[src/verilog/vdf_consts.svh]
`ifndef VDF_CONSTS_SVH
`define VDF_CONSTS_SVH

// Operand geometry
`define LIMB_BITS    16
`define NUM_LIMBS    4
`define OPERAND_BITS 64

// Pseudo-Mersenne modulus 2^64 - 59
`define MOD_P        64'hFFFF_FFFF_FFFF_FFC5

// 2^64 mod P, the weight a high half picks up when folded down
`define FOLD_C       59

`define COUNT_BITS   16   // Width of the squaring count

`endif

[src/verilog/vdf_pkg.sv]
`default_nettype none

`include "vdf_consts.svh"

package vdf_pkg;

    typedef logic [`LIMB_BITS-1:0] limb_t;

    // Residue, limb 0 is least significant
    typedef limb_t [`NUM_LIMBS-1:0] operand_t;

    // Full square before reduction
    typedef limb_t [2*`NUM_LIMBS-1:0] product_t;

    typedef logic [`COUNT_BITS-1:0] loop_count_t;

    typedef enum logic [1:0] {
        idle,
        calc,      // Squarer output is captured
        reduce,    // Folded residue is written back
        done
    } ctrl_state_e;

endpackage

`default_nettype wire

[src/verilog/square_loop_ctrl.sv]
`timescale 1ns/1ns
`default_nettype none

`include "vdf_consts.svh"

module square_loop_ctrl import vdf_pkg::*; (
    input  logic        clk,
    input  logic        reset,
    input  logic        start,
    input  operand_t    sq_in,
    input  loop_count_t loops,
    input  operand_t    reduced,
    output operand_t    operand,
    output logic        calc_en,
    output logic        valid,
    output logic        busy
);

    ctrl_state_e state;
    ctrl_state_e state_next;
    loop_count_t remaining;   // Squarings still to run
    logic        start_accept;

    assign busy         = (state == calc) || (state == reduce);
    assign valid        = (state == done);
    assign calc_en      = (state == calc);
    assign start_accept = start && !busy;

    always_comb begin
        state_next = state;
        case (state)
            idle, done: begin
                if (start) begin
                    state_next = (loops == '0) ? done : calc;
                end else begin
                    state_next = idle;
                end
            end
            calc: begin
                state_next = reduce;
            end
            reduce: begin
                state_next = (remaining == loop_count_t'(1)) ? done : calc;
            end
            default: begin
                state_next = idle;
            end
        endcase
    end

    always_ff @(posedge clk) begin
        if (reset) begin
            state     <= idle;
            remaining <= '0;
            operand   <= '0;
        end else begin
            state <= state_next;
            if (start_accept) begin
                remaining <= loops;
                operand   <= sq_in;
            end else if (state == reduce) begin
                remaining <= remaining - loop_count_t'(1);
                operand   <= reduced;   // Next iteration squares this
            end
        end
    end

    // Loaded operand and every written-back residue stay canonical
    operand_canonical: assert property (
        @(posedge clk) disable iff (reset)
        busy |-> operand < `MOD_P
    ) else $error("operand not below modulus while busy");

endmodule

`default_nettype wire

[config.mk]
export PLATFORM = sky130hd
export DESIGN_NAME = square_loop_ctrl
export DESIGN_NICKNAME = d
export VERILOG_FILES = /design/src/verilog/vdf_pkg.sv /design/src/verilog/square_loop_ctrl.sv
export VERILOG_INCLUDE_DIRS = /design/src /design/src/verilog
export SDC_FILE = /design/constraint.sdc
export NUM_CORES = 1
export LEC_CHECK = 0
export BUFFER_PORTS_ARGS = -buffer_cell sky130_fd_sc_hd__buf_4
export CORE_MARGIN = 2
export CORE_UTILIZATION = 25
export CTS_BUF_LIST = sky130_fd_sc_hd__clkbuf_4 sky130_fd_sc_hd__clkbuf_8 sky130_fd_sc_hd__clkbuf_16
export DETAILED_ROUTE_END_ITERATION = 8
export SLEW_MARGIN = 10
export SYNTH_ARGS = -nofsm -noshare
export SYNTH_HDL_FRONTEND = slang
export SYNTH_SLANG_ARGS = --single-unit
[constraint.sdc]
create_clock -name clk -period 2.45 [get_ports clk]
set_input_delay 0.1225 -clock clk [delete_from_list [all_inputs] [get_ports clk]]
set_output_delay 0.1225 -clock clk [all_outputs]
set_load 0.01 [all_outputs]
---- After elaboration in Yosys (flattened, before gate mapping) ----
Index checks and enable logic that the tools add are counted.
storage, ports and cells
  flip-flop bits (word level) ............. 82
  output and inout port bits .............. 67
  input port bits ......................... 147
cells by class
  muxes and demuxes ....................... 8
  equality and inequality tests ........... 4
  reductions and logical operators ........ 7
  add/subtract/negate cells ............... 1
operators with widths
  cell                     number
  $mux W64                 2
  $mux W16                 2
  $eq A16 B1 Y1 const B    1
  $logic_not A16 Y1        1
  $sub A16 B1 Y16 const B  1
  $mux W2                  3
  $pmux W2 S3              1
  $eq A2 B2 Y1 const B     2
  $eq A2 B1 Y1 const B     1
  $logic_not A2 Y1         1
  $reduce_bool A2 Y1       1
  $reduce_or A2 Y1         1
  $logic_and A1 B1 Y1      1
  $logic_not A1 Y1         1
  $logic_or A1 B1 Y1       1

---- Longest topological paths before layout ----
  depth after elaboration ................. 5
  gate-level depth with buffers ........... 8

---- Least setup slack after synthesis ----
Ideal clock, no wire load.
  kind .................................... register -> register
  start point ............................. register state[0]
  end point ............................... register remaining[13]
  library setup time ...................... 91 ps
  stages on the path, launching flop included .. 9
  arrival ................................. 2156 ps
  setup slack ............................. 203 ps
  buffers on the path ..................... 2
  data required time ...................... 2359 ps
  clock period less this slack ............ 2247 ps
  cells stage by stage .................... dfxtp_1 -> inv_1 -> ha_1 -> buf_2 -> or4b_1 -> clkbuf_1 -> or3_1 -> or4_1 -> a311oi_1
on the way
  longest elaborated chain between the ends .. 5
ends and longest elaborated chain
  item                                                   RTL line                                        source
  start: declaration                                     square_loop_ctrl.sv:19                          ctrl_state_e state;
  start signal: assignment                               square_loop_ctrl.sv:53                          state <= idle;
  start signal: assignment                               square_loop_ctrl.sv:57                          state <= state_next;
  $eq A2 B1 Y1 / $eq A2 B2 Y1 (equally long branches)    square_loop_ctrl.sv:24, square_loop_ctrl.sv:61
  $logic_or A1 B1 Y1                                     square_loop_ctrl.sv:24                          assign busy = (state == calc) || (state == reduce);
  $logic_not A1 Y1                                       square_loop_ctrl.sv:27                          assign start_accept = start && !busy;
  $logic_and A1 B1 Y1                                    square_loop_ctrl.sv:27
  $mux W16 / $reduce_bool A2 Y1 (equally long branches)  n/a
  end signal: assignment                                 square_loop_ctrl.sv:59                          remaining <= loops;
  end signal: assignment                                 square_loop_ctrl.sv:62                          remaining <= remaining - loop_count_t'(1);
  end: declaration                                       square_loop_ctrl.sv:21                          loop_count_t remaining;
Parallel ways exist; a longest one is shown, timed or not.
A chain may end at the register's enable or synchronous reset.

---- Worst setup path after layout ----
  start point ............................. register state[0]
  end point ............................... register state[1]
on the way
  longest elaborated chain between the ends .. 3
ends and longest elaborated chain
  item                                                     RTL line                source
  $eq A2 B2 Y1 / $logic_not A2 Y1 (equally long branches)  square_loop_ctrl.sv:31  case (state)
  $reduce_or A2 Y1                                         square_loop_ctrl.sv:31
  $pmux W2 S3 (*)                                          square_loop_ctrl.sv:31
Mark *: on every way between the ends. The rest lies on a longest branch, timed or not.

==> metrics <==
outcome complete, no violations; via count of the first global-routing pass 3741; transition at the pin with the smallest max-transition slack 1.16 ns; commonest non-fill, non-tap cells in the layout sky130_fd_sc_hd__buf_4 (216), sky130_fd_sc_hd__dfxtp_1 (82), sky130_fd_sc_hd__nor2_1 (81); post-detailed-route wirelength per cell 14.8 um; pre-CTS setup slack approximately 0.28 ns; clock slew at reported path FFs 0.06 ns; Initial Util 0.257; clock network fraction of design power 0.397; count of different cell masters after synthesis 33; final-report setup violation count 0; Synth Flop Type sky130_fd_sc_hd__dfxtp_1; hold worst-path end remaining[1]$_SDFFE_PP0P_; Cell Rows 44; clock network latency to the later pin of the worst-skew pair approximately 0.33 ns; initial DRC count 170; Port Buffers 213; final weighted congestion in routability-driven placement 0.775; Yosys warning count 0; data arrival at the endpoint of the critical path 2.43 ns; Total Power Consumption 3720 uW; Antenna Violating Nets Remaining 0; Antenna Diode Count 0; setup repair bufs after CTS 0; combined area of all synthesized cells ~3800 sq um; cell internal power dissipation 2780 uW; most frequent standard cell in the layout excluding fill and tap cells sky130_fd_sc_hd__buf_4; TritonCTS clock tree built; switching part of the total power 0.252; buffers from clock root to sink, at most 2; Final Cycle Share 0.889; number of fill cells in the layout around 1400; worst setup margin 0.272 ns; min-delay src loops[1]; count of endpoints failing hold in the final timing report 0; Core ar. around 15000 sq um; total power per unit cell area 632 nW/um^2; flops & latches, synth 82; via count 3759; count of unresolved DRC violations after routing 0; Die Outline Area 16100 sq um; setup repair after global routing missed its margin no; number of ports placed on the die boundary 214; final wirelength 11700 um; number of pins exceeding their max-slew limit in the final report 0; proportion of layout cells with a drive suffix above 1 0.391; die extent in x 127 um; critical path launch point type register; Inserted Clock Buffers 9; worst clock skew ~0.0057 ns; Reg power frac 0.410; hold buffers post-CTS 0; wire length of the first global-routing pass 18900 um; Synth Net Count 560; vertical die dimension 127 um; average size of a mapped cell 9.24 sq um; path category of the worst min-delay check in -> reg; pin count of the biggest net entering global routing between 80 and 90; combinational share of power 0.194; Max-slew headroom 0.226; worst reg-to-reg path cell count 6; worst flop-to-flop path endpoint state[1]$_SDFF_PP0_; area added between synthesis and finish 56.1%; startpoint of the worst register-to-register path state[0]$_SDFF_PP0_; number of flops mapped to enable cells by yosys 0; type of the setup path with the least slack reg -> reg; total half-perimeter wirelength after legalization and detailed placement 8230 um; largest voltage drop on the vdd net 0.365 mV; leak pwr 0.00240 uW; vias per std cell 4.76; Worst R2R Setup Slack around 0.27 ns; Resized Gates After CTS 0; first-pass detailed-route iteration total 4; post-route setup TNS 0 ns; Root Driver sky130_fd_sc_hd__clkbuf_16; CTS H-tree depth 3; total clock sinks 82; total track usage 0.144; post-layout min period 2.18 ns; Net count, final 753; total grt overflow 0; initial antenna violation count 0; Net Sw Power about 940 uW; max-capacitance violation count 0; instance count of the mapped netlist just over 400; sequential-to-total area share from yosys stat 0.435; worst hold stages 3; endpoint class of the critical path register; fraction of registers with async set/reset 0; crit-path max FO 70; CP required 2.70 ns; max frequency about 460 MHz
## power by group through the flow
| stage | Sequential [uW] | Combinational, uW | Clock (uW) |
|---|---|---|---|
| after CTS | 1520 | 729 | 1530 |
| final | 1520 | 720 | 1470 |
| after global placement | 1550 | 715 | 0 |
| after floorplan | 1580 | 280 | 0 |
| after global routing | 1540 | 791 | 1590 |
| after detailed placement | 1550 | 725 | 0 |
## kinds of logic after synthesis
logic type / share of synthesized area
buf+inv: 0.0428
fa+ha+maj: 0.0166
mux: 0.170
compound gates: 0.174
simple gates: 0.140
xor+xnor: 0.0209
flops: 0.435
## through the flow
| step | cell area, sq um | hold WS (ns) | cells | util |
|---|---|---|---|---|
| after floorplan | 3770 | 0.270 | 408 | - |
| after global placement | 5560 | 0.420 | 774 | 0.380 |
| after detailed placement | 5560 | 0.426 | 774 | 0.380 |
| after CTS | 5880 | 0.0619 | 790 | 0.402 |
| after global routing | 5880 | 0.0637 | 790 | 0.402 |
| final | 5880 | 0.0784 | 790 | 0.402 |
## worst max path at each step
stage | cells after the start | end | startpoint
final | 6 | state[1]$_SDFF_PP0_ | state[0]$_SDFF_PP0_
after global routing | 6 | state[1]$_SDFF_PP0_ | state[0]$_SDFF_PP0_
after floorplan | 8 | remaining[13]$_SDFFE_PP0P_ | state[0]$_SDFF_PP0_
after CTS | 6 | state[1]$_SDFF_PP0_ | state[0]$_SDFF_PP0_
after detailed placement | 6 | state[1]$_SDFF_PP0_ | state[0]$_SDFF_PP0_
after global placement | 6 | state[1]$_SDFF_PP0_ | state[0]$_SDFF_PP0_
## layer usage
layer | vias to the layer above | routed length, um | GRT usage
met2 | 123 | 5830 | 0.243
li1 | 1877 | - | -
met3 | 12 | 578 | 0.0257
met5 | - | 0 | 0
met4 | 0 | 212 | 0.0562
met1 | 1747 | 5050 | 0.184
## state kept, by name, summed over array words and instances, names as in the netlist
| name | count |
|---|---|
| operand | 64 |
| remaining | 16 |
| state | 2 |
## cells in the mapped netlist (2+ instances only)
| master | number | area, sq um |
|---|---|---|
| sky130_fd_sc_hd__mux2i_1 | 64 | 641 |
| sky130_fd_sc_hd__nand3b_1 | 2 | 15.0 |
| sky130_fd_sc_hd__buf_1 | 6 | 22.5 |
| sky130_fd_sc_hd__a21oi_1 | 3 | 15.0 |
| sky130_fd_sc_hd__ha_1 | 5 | 62.6 |
| sky130_fd_sc_hd__inv_1 | 5 | 18.8 |
| sky130_fd_sc_hd__xnor2_1 | 8 | 70.1 |
| sky130_fd_sc_hd__o211ai_1 | 2 | 15.0 |
| sky130_fd_sc_hd__nand2_1 | 7 | 26.3 |
| sky130_fd_sc_hd__nand3_1 | 3 | 15.0 |
| sky130_fd_sc_hd__nor3_1 | 4 | 20.0 |
| sky130_fd_sc_hd__nor4_1 | 10 | 62.6 |
| sky130_fd_sc_hd__a211oi_1 | 73 | 548 |
| sky130_fd_sc_hd__clkbuf_1 | 28 | 105 |
| sky130_fd_sc_hd__buf_2 | 2 | 10.0 |
| sky130_fd_sc_hd__or4_1 | 3 | 22.5 |
| sky130_fd_sc_hd__nor2_1 | 81 | 304 |
| sky130_fd_sc_hd__or3_1 | 3 | 18.8 |
| sky130_fd_sc_hd__a311oi_1 | 4 | 35.0 |
| sky130_fd_sc_hd__dfxtp_1 | 82 | 1640 |
## worst max-delay path: stages, from the launching register on
cell	delay (ns)
sky130_fd_sc_hd__dfxtp_1	0.33
sky130_fd_sc_hd__inv_1	0.10
sky130_fd_sc_hd__ha_4	0.14
sky130_fd_sc_hd__buf_4	0.88
sky130_fd_sc_hd__nor4bb_1	0.39
sky130_fd_sc_hd__nand4_1	0.14
sky130_fd_sc_hd__o211ai_1	0.11
## cell type report
cell class,count,area [sq um],area share
inverter,5,18.8,0.00319
sequential,82,1640,0.279
clock inverter,5,77.6,0.0132
tap,184,230,0.0391
multi-input combinational,284,1990,0.338
clock buffer,11,246,0.0419
timing repair buffer,219,1680,0.286
Note: power is estimated with default switching activity, not from simulation.
