==> src/verilog/vdf_consts.svh <==
`ifndef VDF_CONSTS_SVH
`define VDF_CONSTS_SVH

// Operand geometry
`define LIMB_BITS    16
`define NUM_LIMBS    4
`define OPERAND_BITS 64

// Pseudo-Mersenne modulus 2^64 - 59
`define MOD_P        64'hFFFF_FFFF_FFFF_FFC5

// 2^64 mod P, the weight a high half picks up when folded down
`define FOLD_C       59

`define COUNT_BITS   16   // Width of the squaring count

`endif

==> src/verilog/vdf_pkg.sv <==
`default_nettype none

`include "vdf_consts.svh"

package vdf_pkg;

    typedef logic [`LIMB_BITS-1:0] limb_t;

    // Residue, limb 0 is least significant
    typedef limb_t [`NUM_LIMBS-1:0] operand_t;

    // Full square before reduction
    typedef limb_t [2*`NUM_LIMBS-1:0] product_t;

    typedef logic [`COUNT_BITS-1:0] loop_count_t;

    typedef enum logic [1:0] {
        idle,
        calc,      // Squarer output is captured
        reduce,    // Folded residue is written back
        done
    } ctrl_state_e;

endpackage

`default_nettype wire

==> src/verilog/pseudo_mersenne_reduce.sv <==
`timescale 1ns/1ns
`default_nettype none

`include "vdf_consts.svh"

module pseudo_mersenne_reduce import vdf_pkg::*; (
    input  product_t product,
    output operand_t reduced
);

    localparam int C_BITS     = $clog2(`FOLD_C + 1);
    localparam int FOLD1_BITS = `OPERAND_BITS + C_BITS + 1;
    localparam int OVF_BITS   = FOLD1_BITS - `OPERAND_BITS;
    localparam int FOLD2_BITS = `OPERAND_BITS + 1;

    localparam logic [FOLD1_BITS-1:0] FOLD_C_WIDE = FOLD1_BITS'(`FOLD_C);
    localparam logic [FOLD2_BITS-1:0] FOLD_C_SMALL = FOLD2_BITS'(`FOLD_C);
    localparam logic [FOLD2_BITS-1:0] MOD_P_WIDE = FOLD2_BITS'(`MOD_P);

    logic [`OPERAND_BITS-1:0] prod_hi;
    logic [`OPERAND_BITS-1:0] prod_lo;
    logic [FOLD1_BITS-1:0]    fold1;
    logic [OVF_BITS-1:0]      ovf;
    logic [FOLD2_BITS-1:0]    fold2;
    logic [FOLD2_BITS-1:0]    diff;
    logic                     ge_p;

    assign prod_hi = product[2*`NUM_LIMBS-1:`NUM_LIMBS];
    assign prod_lo = product[`NUM_LIMBS-1:0];

    // First fold leaves at most a few bits above 2^64
    assign fold1 = FOLD1_BITS'(prod_hi) * FOLD_C_WIDE + FOLD1_BITS'(prod_lo);
    assign ovf   = fold1[FOLD1_BITS-1:`OPERAND_BITS];

    // Second fold, result is below 2^64 + 2^13
    assign fold2 = FOLD2_BITS'(fold1[`OPERAND_BITS-1:0]) + FOLD2_BITS'(ovf) * FOLD_C_SMALL;

    // One subtract is enough to land in [0, P)
    assign diff    = fold2 - MOD_P_WIDE;
    assign ge_p    = (fold2 >= MOD_P_WIDE);
    assign reduced = ge_p ? diff[`OPERAND_BITS-1:0] : fold2[`OPERAND_BITS-1:0];

    // Canonical for any 128-bit input, not just true squares
    always_comb begin
        assert final ($isunknown(reduced) || reduced < `MOD_P)
            else $error("reduced value not below modulus");
    end

endmodule

`default_nettype wire

==> config.mk <==
export PLATFORM = sky130hd
export DESIGN_NAME = pseudo_mersenne_reduce
export DESIGN_NICKNAME = d
export VERILOG_FILES = /design/src/verilog/vdf_pkg.sv /design/src/verilog/pseudo_mersenne_reduce.sv
export VERILOG_INCLUDE_DIRS = /design/src /design/src/verilog
export SDC_FILE = /design/constraint.sdc
export NUM_CORES = 1
export LEC_CHECK = 0
export BUFFER_PORTS_ARGS = -buffer_cell sky130_fd_sc_hd__buf_2
export CORE_MARGIN = 4
export CORE_UTILIZATION = 40
export DETAILED_ROUTE_END_ITERATION = 8
export PLACE_DENSITY = 0.65
export SLEW_MARGIN = 5
export SYNTH_ARGS = -nofsm -noshare
export SYNTH_HDL_FRONTEND = slang
export SYNTH_SLANG_ARGS = --single-unit
export TNS_END_PERCENT = 100
==> constraint.sdc <==
create_clock -name vclk -period 25.8
set_input_delay 3.87 -clock vclk [all_inputs]
set_output_delay 3.87 -clock vclk [all_outputs]
set_load 0.02 [all_outputs]
### After elaboration in Yosys (flattened, before gate mapping)

Cells that the tools add are included.

| operators by class | value |
|---|---|
| add/sub/neg operators | 3 |
| multipliers | 2 |
| divide/modulo/power cells | 0 |
| $lt $le $gt $ge | 1 |
| equal/unequal tests | 0 |
| shifts and indexed selects | 0 |
| muxes and demuxes | 1 |
| bitwise operators | 0 |
| reduce and logical (&&, ||, !) cells | 0 |

Operators with widths:

| operator | count |
|---|---|
| 70-bit by 64-bit adder with 71-bit output | 1 |
| 64-bit by 6-bit multiplier with 70-bit output, second input constant | 1 |
| 64-bit by 13-bit adder with 65-bit output | 1 |
| 65-bit by 64-bit greater-or-equal comparator with 1-bit output, second input constant | 1 |
| 64-bit 2-to-1 mux | 1 |
| 64-bit subtractor, second input constant | 1 |
| 7-bit by 6-bit multiplier with 13-bit output, second input constant | 1 |

| storage, ports and cells | value |
|---|---|
| flip-flop bits (word level) | 0 |
| bits in latches | 0 |
| RAM bits | 0 |
| memory bits (read-only) | 0 |
| memories | 0 |

### Logic depth before layout (Yosys ltp)

Gate-level depths: netlist of the first run.

| depth | value |
|---|---|
| depth after elaboration | 6 |
| mapped depth | 52 |

### Worst setup path after synthesis of the first run

OpenSTA, ideal clock, no wires.

| path | value |
|---|---|
| path kind | input port to output port |
| start point | in product[100] (netlist name) |
| end point | out reduced[2] (netlist name) |
| data arrival time | 15.404 ns |
| data required time | 21.930 ns |
| slack | 6.526 ns |
| stages on the path | 44 |
| cell sequence | inv_1 fa_1 fa_1 fa_1 fa_1 inv_1 ha_1 clkbuf_1 a21oi_1 o21ai_0 a22o_1 or2_2 a221oi_1 o31ai_1 a21oi_1 o21bai_1 a21oi_1 o21ai_0 [8 not listed] inv_1 fa_1 inv_1 ha_1 o2111ai_1 a21oi_1 o21bai_1 a211oi_1 nor4bb_1 xnor2_1 or3b_2 nor4_1 nand4_1 or4_1 nand4bb_4 clkbuf_1 buf_2 a211oi_1 |

RTL lines:

| item | line | source |
|---|---|---|
| start: declaration | pseudo_mersenne_reduce.sv:7 | `input product_t product,` |
| end: declaration | pseudo_mersenne_reduce.sv:8 | `output operand_t reduced` |

==> results of run 1 <==
## layer usage
metal | share of wire | vias up | wire length [um] | GRT usage
li1 | - | 7548 | - | -
met1 | 0.45 | 7677 | 22820 | 0.3026
met2 | 0.47 | 503 | 23790 | 0.3711
met3 | 0.059 | 69 | 2976 | 0.02324
met4 | 0.025 | 0 | 1255 | 0.04041
met5 | 0 | - | 0 | 0
## kinds of logic after synthesis
logic type | Yosys count
AO/OA/AOI/OAI | 443
buffers and inverters | 523
adder cells (fa/ha/maj) | 458
AND/OR/NAND/NOR | 629
multiplexers | 8
XOR/XNOR | 105
## area by class of cell
cell class	instances	area [um2]
Fill cell	4311	23650
Multi-Input combinational cell	1643	15010
Inverter	461	1730
Timing Repair Buffer	194	975.9
Tap cell	539	674.4
## placed cells by master (no fill, tap or decap), types with 6 or more instances in the layout
master and n:
inv_1 461, fa_1 264, ha_1 194, buf_2 192, nor2_1 184, nand2_1 136, a21oi_1 106, o21ai_0 69
xnor2_1 57, nand3_1 51, nand4_1 50, xor2_1 48, nor3_1 44, a21o_1 31, a211oi_1 24, and2_1 22
o21a_1 20, nor4_1 20, or3_1 20, o21ai_1 19, o211ai_1 16, o21bai_1 14, a31oi_1 13, nor2b_1 12
nand2b_1 11, a21oi_2 10, and3_1 10, and4_1 10, or4_1 10, o31a_1 9, a221oi_1 8, o211a_1 8
or2_2 8, o31ai_1 7, a2111oi_0 7, nand4b_1 6, nand3b_1 6
## per-stage QoR
step / cells / hold slack [ns]
after floorplan: 2166 / 8.231
after detailed placement: 2837 / 8.572
after global routing: 2837 / 8.613
after CTS: 2837 / 8.570
after global placement: 2837 / 8.574
final: 2837 / 8.558
## worst paths after layout
path / from / endpoint / slack, ns / cells past startpoint
max: product[70] / reduced[31] / 3.77 / 48
min: product[0] / reduced[0] / 8.56 / 5
==> qor.yml, run 1 <==
stdcell_area_um2: 18390
synthCells: 2166
post-synth-top-count-cell: "inv_1"
diodes: 0
synth.area.top_cells: "fa_1 31%, ha_1 14%, inv_1 10%"
min_period_over_period: 0.8537
cts_hold_buf: 0
postCtsResizedCells: 0
start_util: 0.4050
overflow: 0
critPathKind: "primary input to output port"
synth-adder-area-share: 0.4530
synthDistinctLibCells: 93
synth_area_um2: 17030
synth_compound_area_frac: 0.1823
port_buffers: 192
grt_use_total: 0.2174
vias: 15800
area_growth_pct: 8.017
synth_xor_xnor_area_share: 0.05401
finalMaxSlewViolations: 0
critPathCaptureType: "output port"
ys_warn_count: 0
fin_nets: 2886
cap_violations: 0
crit_arrival_ns: 18.16
setup_slack_ns: 3.775
coreArea_um2: 42040
holdCritPathClass: "primary input to output port"
die_h_um: 214.3
place.gp.congestion: 0.9498
dieArea_um2: 45930
antenna_found_initial: 0
num_rows: 75
required_ns: 21.93
yosysSeqAreaShare: 0
crit_top_cell: "fa_1"
critPathTopFamily: "adder cells"
hpwlAfterDp_um: 45360
synth_area_per_cell_um2: 7.861
die_w_um: 214.3
rsz0062_at_grt: "no"
crit_fanout: 21
wl_per_cell_um: 17.92
io_pins: 192
grt_pass1_wl_um: 83690
drtIter0Drc: 1172
wirelength_um: 50840
synth_top_area_cell: "fa_1"
synth-simple-area-share: 0.1869
postCtsSetupRepairBufs: 0
clkbuf_count: 0
ys_top_cells_by_count: "461 x inv_1, 264 x fa_1, 194 x ha_1, 184 x nor2_1, 136 x nand2_1"
worst-path-buf-inv: 8
drc: 0
slew_headroom: 0.1766
dpl_worst_slack_ns: 3.947
layout_min_cycle_time_ns: 22.03
critPathSlowestCell: "nor3_1"
fmax_mhz: 45.40
synth.top_cell.area_share: 0.3104
hold_viol: 0
setup_viol: 0
tightest_slew_ns: 1.226
setup_tns_ns: 0
cp_slowest_stage_delay_ns: 0.88
antenna_left: 0
synth_mux_area_frac: 0.004997
status: "finished, final reports clean"
utilization: 0.4375
vias_per_cell: 5.568
dr.pass1.iters: 6
seq_cell_count: 0
grt_pass1_vias: 16160
place_area_um2: 18390
synth_top_family_by_area: "adder cells"
grt_start_max_net_pins: 26
cp-start-kind: "primary input"
drive_gt1_frac: 0.1075
seq_area_um2: 0
synthesis.nets: 2752
Power of run 1 is left out: the tool's default activity adds up to more than one toggle a clock period on the data nets, which glitch-free logic cannot reach.
==> run 2: changes to the inputs <==
- ABC_AREA: unset -> 1
==> run 2 against run 1 <==
  * Critical path depth increased by 1
  * Via count increased by 24%
  * Critical path type unchanged
  * Routed wire length increased by 22%
  * Non-clock buffer count decreased by 2
  * Global-route usage increased by 1.7 points
  * Synthesized cell count increased by 50%
  * Sequential share of layout area unchanged
  * First-iteration DRC count increased by 19%
  * Cell count increased by 44%
==> qor.yml, run 2 <==
wl_per_cell_um: 15.18
cp_slowest_stage_delay_ns: 0.70
status: "finished, final reports clean"
synth_top_area_cell: "fa_1"
crit_top_cell: "fa_1"
min_period_over_period: 0.7262
wirelength_um: 62110
fmax_mhz: 53.38
antenna_left: 0
dr.pass1.iters: 5
synth.area.top_cells: "fa_1 27%, nand2_1 19%, inv_1 16%"
seq_area_um2: 0
critPathSlowestCell: "xor2_1"
layout_min_cycle_time_ns: 18.73
coreArea_um2: 48750
synthesis.nets: 3828
grt_use_total: 0.2349
num_rows: 81
crit_path_start: "product[66]"
post-synth-top-count-cell: "nand2_1"
yosysSeqAreaShare: 0
postCtsResizedCells: 0
drive_gt1_frac: 0.1129
final_cell_mix: "989 x nand2_1, 846 x inv_1, 288 x nor2_1"
vias_per_cell: 4.783
hpwlAfterDp_um: 57430
vias: 19570
crit_arrival_ns: 14.86
instances_no_fill: 4091
cp-start-kind: "primary input"
critPathCaptureType: "output port"
dpl_worst_slack_ns: 7.186
required_ns: 21.93
crit_fanout: 22
postCtsSetupRepairBufs: 0
port_buffers: 192
die_h_um: 229.8
hold_viol: 0
grt_start_max_net_pins: 26
synth_area_per_cell_um2: 6.072
grt_pass1_vias: 19720
die_w_um: 229.8
tightest_slew_ns: 0.9844
dieArea_um2: 52820
fill_cells: 5392
grt_pass1_wl_um: 100800
io_pins: 192
synthDistinctLibCells: 43
setup_tns_ns: 0
dp.cells: 4091
synth.top_cell.area_share: 0.2685
rsz0062_at_grt: "no"
ys_top_cells_by_count: "989 x nand2_1, 846 x inv_1, 288 x nor2_1, 264 x fa_1, 195 x nand3_1"
area_growth_pct: 8.677
diodes: 0
finalMaxSlewViolations: 0
layout_commonest_cell: "nand2_1"
cp-endpoint: "reduced[60]"
setup_viol: 0
place.gp.congestion: 1.050
seq_cell_count: 0
clkbuf_count: 0
holdCritPathClass: "primary input to output port"
fin_nets: 4015
multi_input_area_um2: 16320
slew_headroom: 0.3415
critPathKind: "primary input to output port"
synth_area_um2: 19680
drc: 0
ys_warn_count: 0
cap_violations: 0
start_util: 0.4038
overflow: 0
synthCells: 3242
cts_hold_buf: 0
setup_slack_ns: 7.065
antenna_found_initial: 0
drtIter0Drc: 1395
[run 2: how the worst min path moves through the flow]
stage          cells past startpoint   startpoint  slack [ns]    endpoint
2_1_floorplan                      3  product[64]        8.15  reduced[0]
3_3_place_gp                       5   product[0]        8.50  reduced[0]
3_5_place_dp                       5   product[0]        8.48  reduced[0]
4_1_cts                            5   product[0]        8.49  reduced[0]
5_1_grt                            5   product[0]        8.49  reduced[0]
6_report                           5   product[0]        8.44  reduced[0]
[run 2: cell families after synthesis]
kind of cell | after synthesis | share of synthesized area
adder cells (fa/ha/maj) | 458 | 0.3918
buffers and inverters | 880 | 0.1709
XOR/XNOR | 38 | 0.01729
AO/OA/AOI/OAI | 150 | 0.04081
AND/OR/NAND/NOR | 1716 | 0.3792
[run 2: per-layer routing]
metal | GRT usage | vias to the layer above | part of all wire
li1 | - | 9968 | -
met1 | 0.2923 | 8951 | 0.42
met2 | 0.4396 | 514 | 0.50
met3 | 0.009415 | 133 | 0.042
met4 | 0.07202 | 0 | 0.039
met5 | 0 | - | 0
[run 2: area by class of cell]
class,count,share of cell area
inverters,873,0.1533
multi-input cells,2362,0.7629
well taps,664,0.03884
repair buffers,192,0.04492
[run 2: worst max-delay path: cells and delay by family]
family / cells / cell delay, ns
xor gates and xnor gates: 1 / 0.70
AOI/OAI and AO/OA: 5 / 1.16
adders and majority gates: 10 / 4.82
and+or+nand+nor: 23 / 3.18
buffers and inverters: 10 / 1.08
[run 2: per-stage QoR]
stage | area, um2 | hold slack (ns) | utilization
2_1_floorplan | 19680 | 8.153 | -
3_3_place_gp | 21390 | 8.495 | 0.4388
3_5_place_dp | 21390 | 8.484 | 0.4388
4_1_cts | 21390 | 8.486 | 0.4388
5_1_grt | 21390 | 8.489 | 0.4388
6_report | 21390 | 8.436 | 0.4388
Power of run 2 is left out for the same reason.
==> run 3: changes to the inputs <==
- PLACE_DENSITY: 0.65 -> 0.67
- clock period: 25.8 -> 16.6 ns (I/O delays scaled with it)
==> run 3 against run 2 <==
  * Hold slack got worse by 2.7 ns
  * Non-clock buffer count is the same
  * Highest routed layer unchanged
  * Cell count stayed put
  * Routed wire length shrank 1.4%
  * Global-route usage shrank 0.46 points
  * Sequential cell count is the same
  * Final area increased by 0.11%
  * Critical endpoint unchanged
  * Critical path depth grew 2
  * Via count is 0.24% higher
  * Worst setup slack worse by 6.3 ns
==> qor.yml, run 3 (synthesis results as in run 2) <==
fin_nets: 4015
crit_fanout: 22
place.gp.congestion: 1.039
overflow: 0
status: "finished, final reports clean"
finalMaxSlewViolations: 0
grt_pass1_wl_um: 99250
tightest_slew_ns: 0.9570
num_rows: 81
required_ns: 14.11
grt_use_total: 0.2303
drive_gt1_frac: 0.1138
critPathKind: "primary input to output port"
grt_pass1_vias: 19480
final_cell_mix: "989 x nand2_1, 846 x inv_1, 288 x nor2_1"
holdCritPathClass: "primary input to output port"
cap_violations: 0
dieArea_um2: 52820
critPathSlowestCell: "xor2_1"
port_buffers: 192
wl_per_cell_um: 14.97
min-delay-start: "product[0]"
rsz0062_at_grt: "no"
antenna_found_initial: 0
crit_arrival_ns: 13.34
cp_num_cells: 51
start_util: 0.4038
vias_per_cell: 4.794
critPathCaptureType: "output port"
coreArea_um2: 48750
drc: 0
die_h_um: 229.8
setup_tns_ns: 0
layout_commonest_cell: "nand2_1"
slew_headroom: 0.3598
seq_cell_count: 0
fill_cells: 5450
critPathTopFamily: "adder cells"
worst-path-buf-inv: 10
layout_min_cycle_time_ns: 15.83
min_period_over_period: 0.9535
holdPathStages: 5
antenna_left: 0
die_w_um: 229.8
wirelength_um: 61250
setup_viol: 0
cts_hold_buf: 0
hpwlAfterDp_um: 56730
whs_endpoint: "reduced[0]"
diodes: 0
dr.pass1.iters: 6
fmax_mhz: 63.18
area_growth_pct: 8.791
io_pins: 192
cp_slowest_stage_delay_ns: 0.78
vias: 19610
seq_area_um2: 0
crit_top_cell: "nand2_1"
drtIter0Drc: 1240
clkbuf_count: 0
cp-start-kind: "primary input"
hold_viol: 0
grt_start_max_net_pins: 26
-- run 3: through the flow --
step	cell area (um2)	util	worst slack [ns]	hold slack, ns	instances
6_report	21410	0.4393	0.7721	5.686	4091
5_1_grt	21410	0.4393	0.07496	5.743	4091
3_5_place_dp	21390	0.4388	0.7297	5.723	4091
4_1_cts	21390	0.4388	0.6844	5.724	4091
3_3_place_gp	21390	0.4388	0.7123	5.731	4091
2_1_floorplan	19680	-	2.709	5.393	3242
-- run 3: area by class of cell --
type                       count  area, um2  area share
timing repair buffer         192      960.9     0.04487
multi-input combinational   2362      16340      0.7632
inverter                     873       3279      0.1531
tap                          664      830.8     0.03880
-- run 3: timing repair --
action | 4_1_cts | 5_1_grt
buffers inserted | 0 | 0
endpoints found under the setup margin | 0 | 60
resized for setup | 0 | 3
-- run 3: worst max path at each step --
stage,end,slack [ns],from
floorplan,reduced[50],2.71,product[84]
global placement,reduced[18],0.71,product[67]
detailed placement,reduced[18],0.73,product[85]
CTS,reduced[18],0.68,product[67]
global route,reduced[60],0.07,product[67]
finish,reduced[60],0.77,product[103]
-- run 3: routing by layer --
layer / global-route usage / up-vias / wire [um]
met4: 0.07505 / 0 / 2511
met2: 0.4233 / 624 / 30190
li1: - / 9976 / -
met5: 0 / - / 0
met1: 0.2921 / 8889 / 25480
met3: 0.007681 / 124 / 3069
Power of run 3 is left out for the same reason.
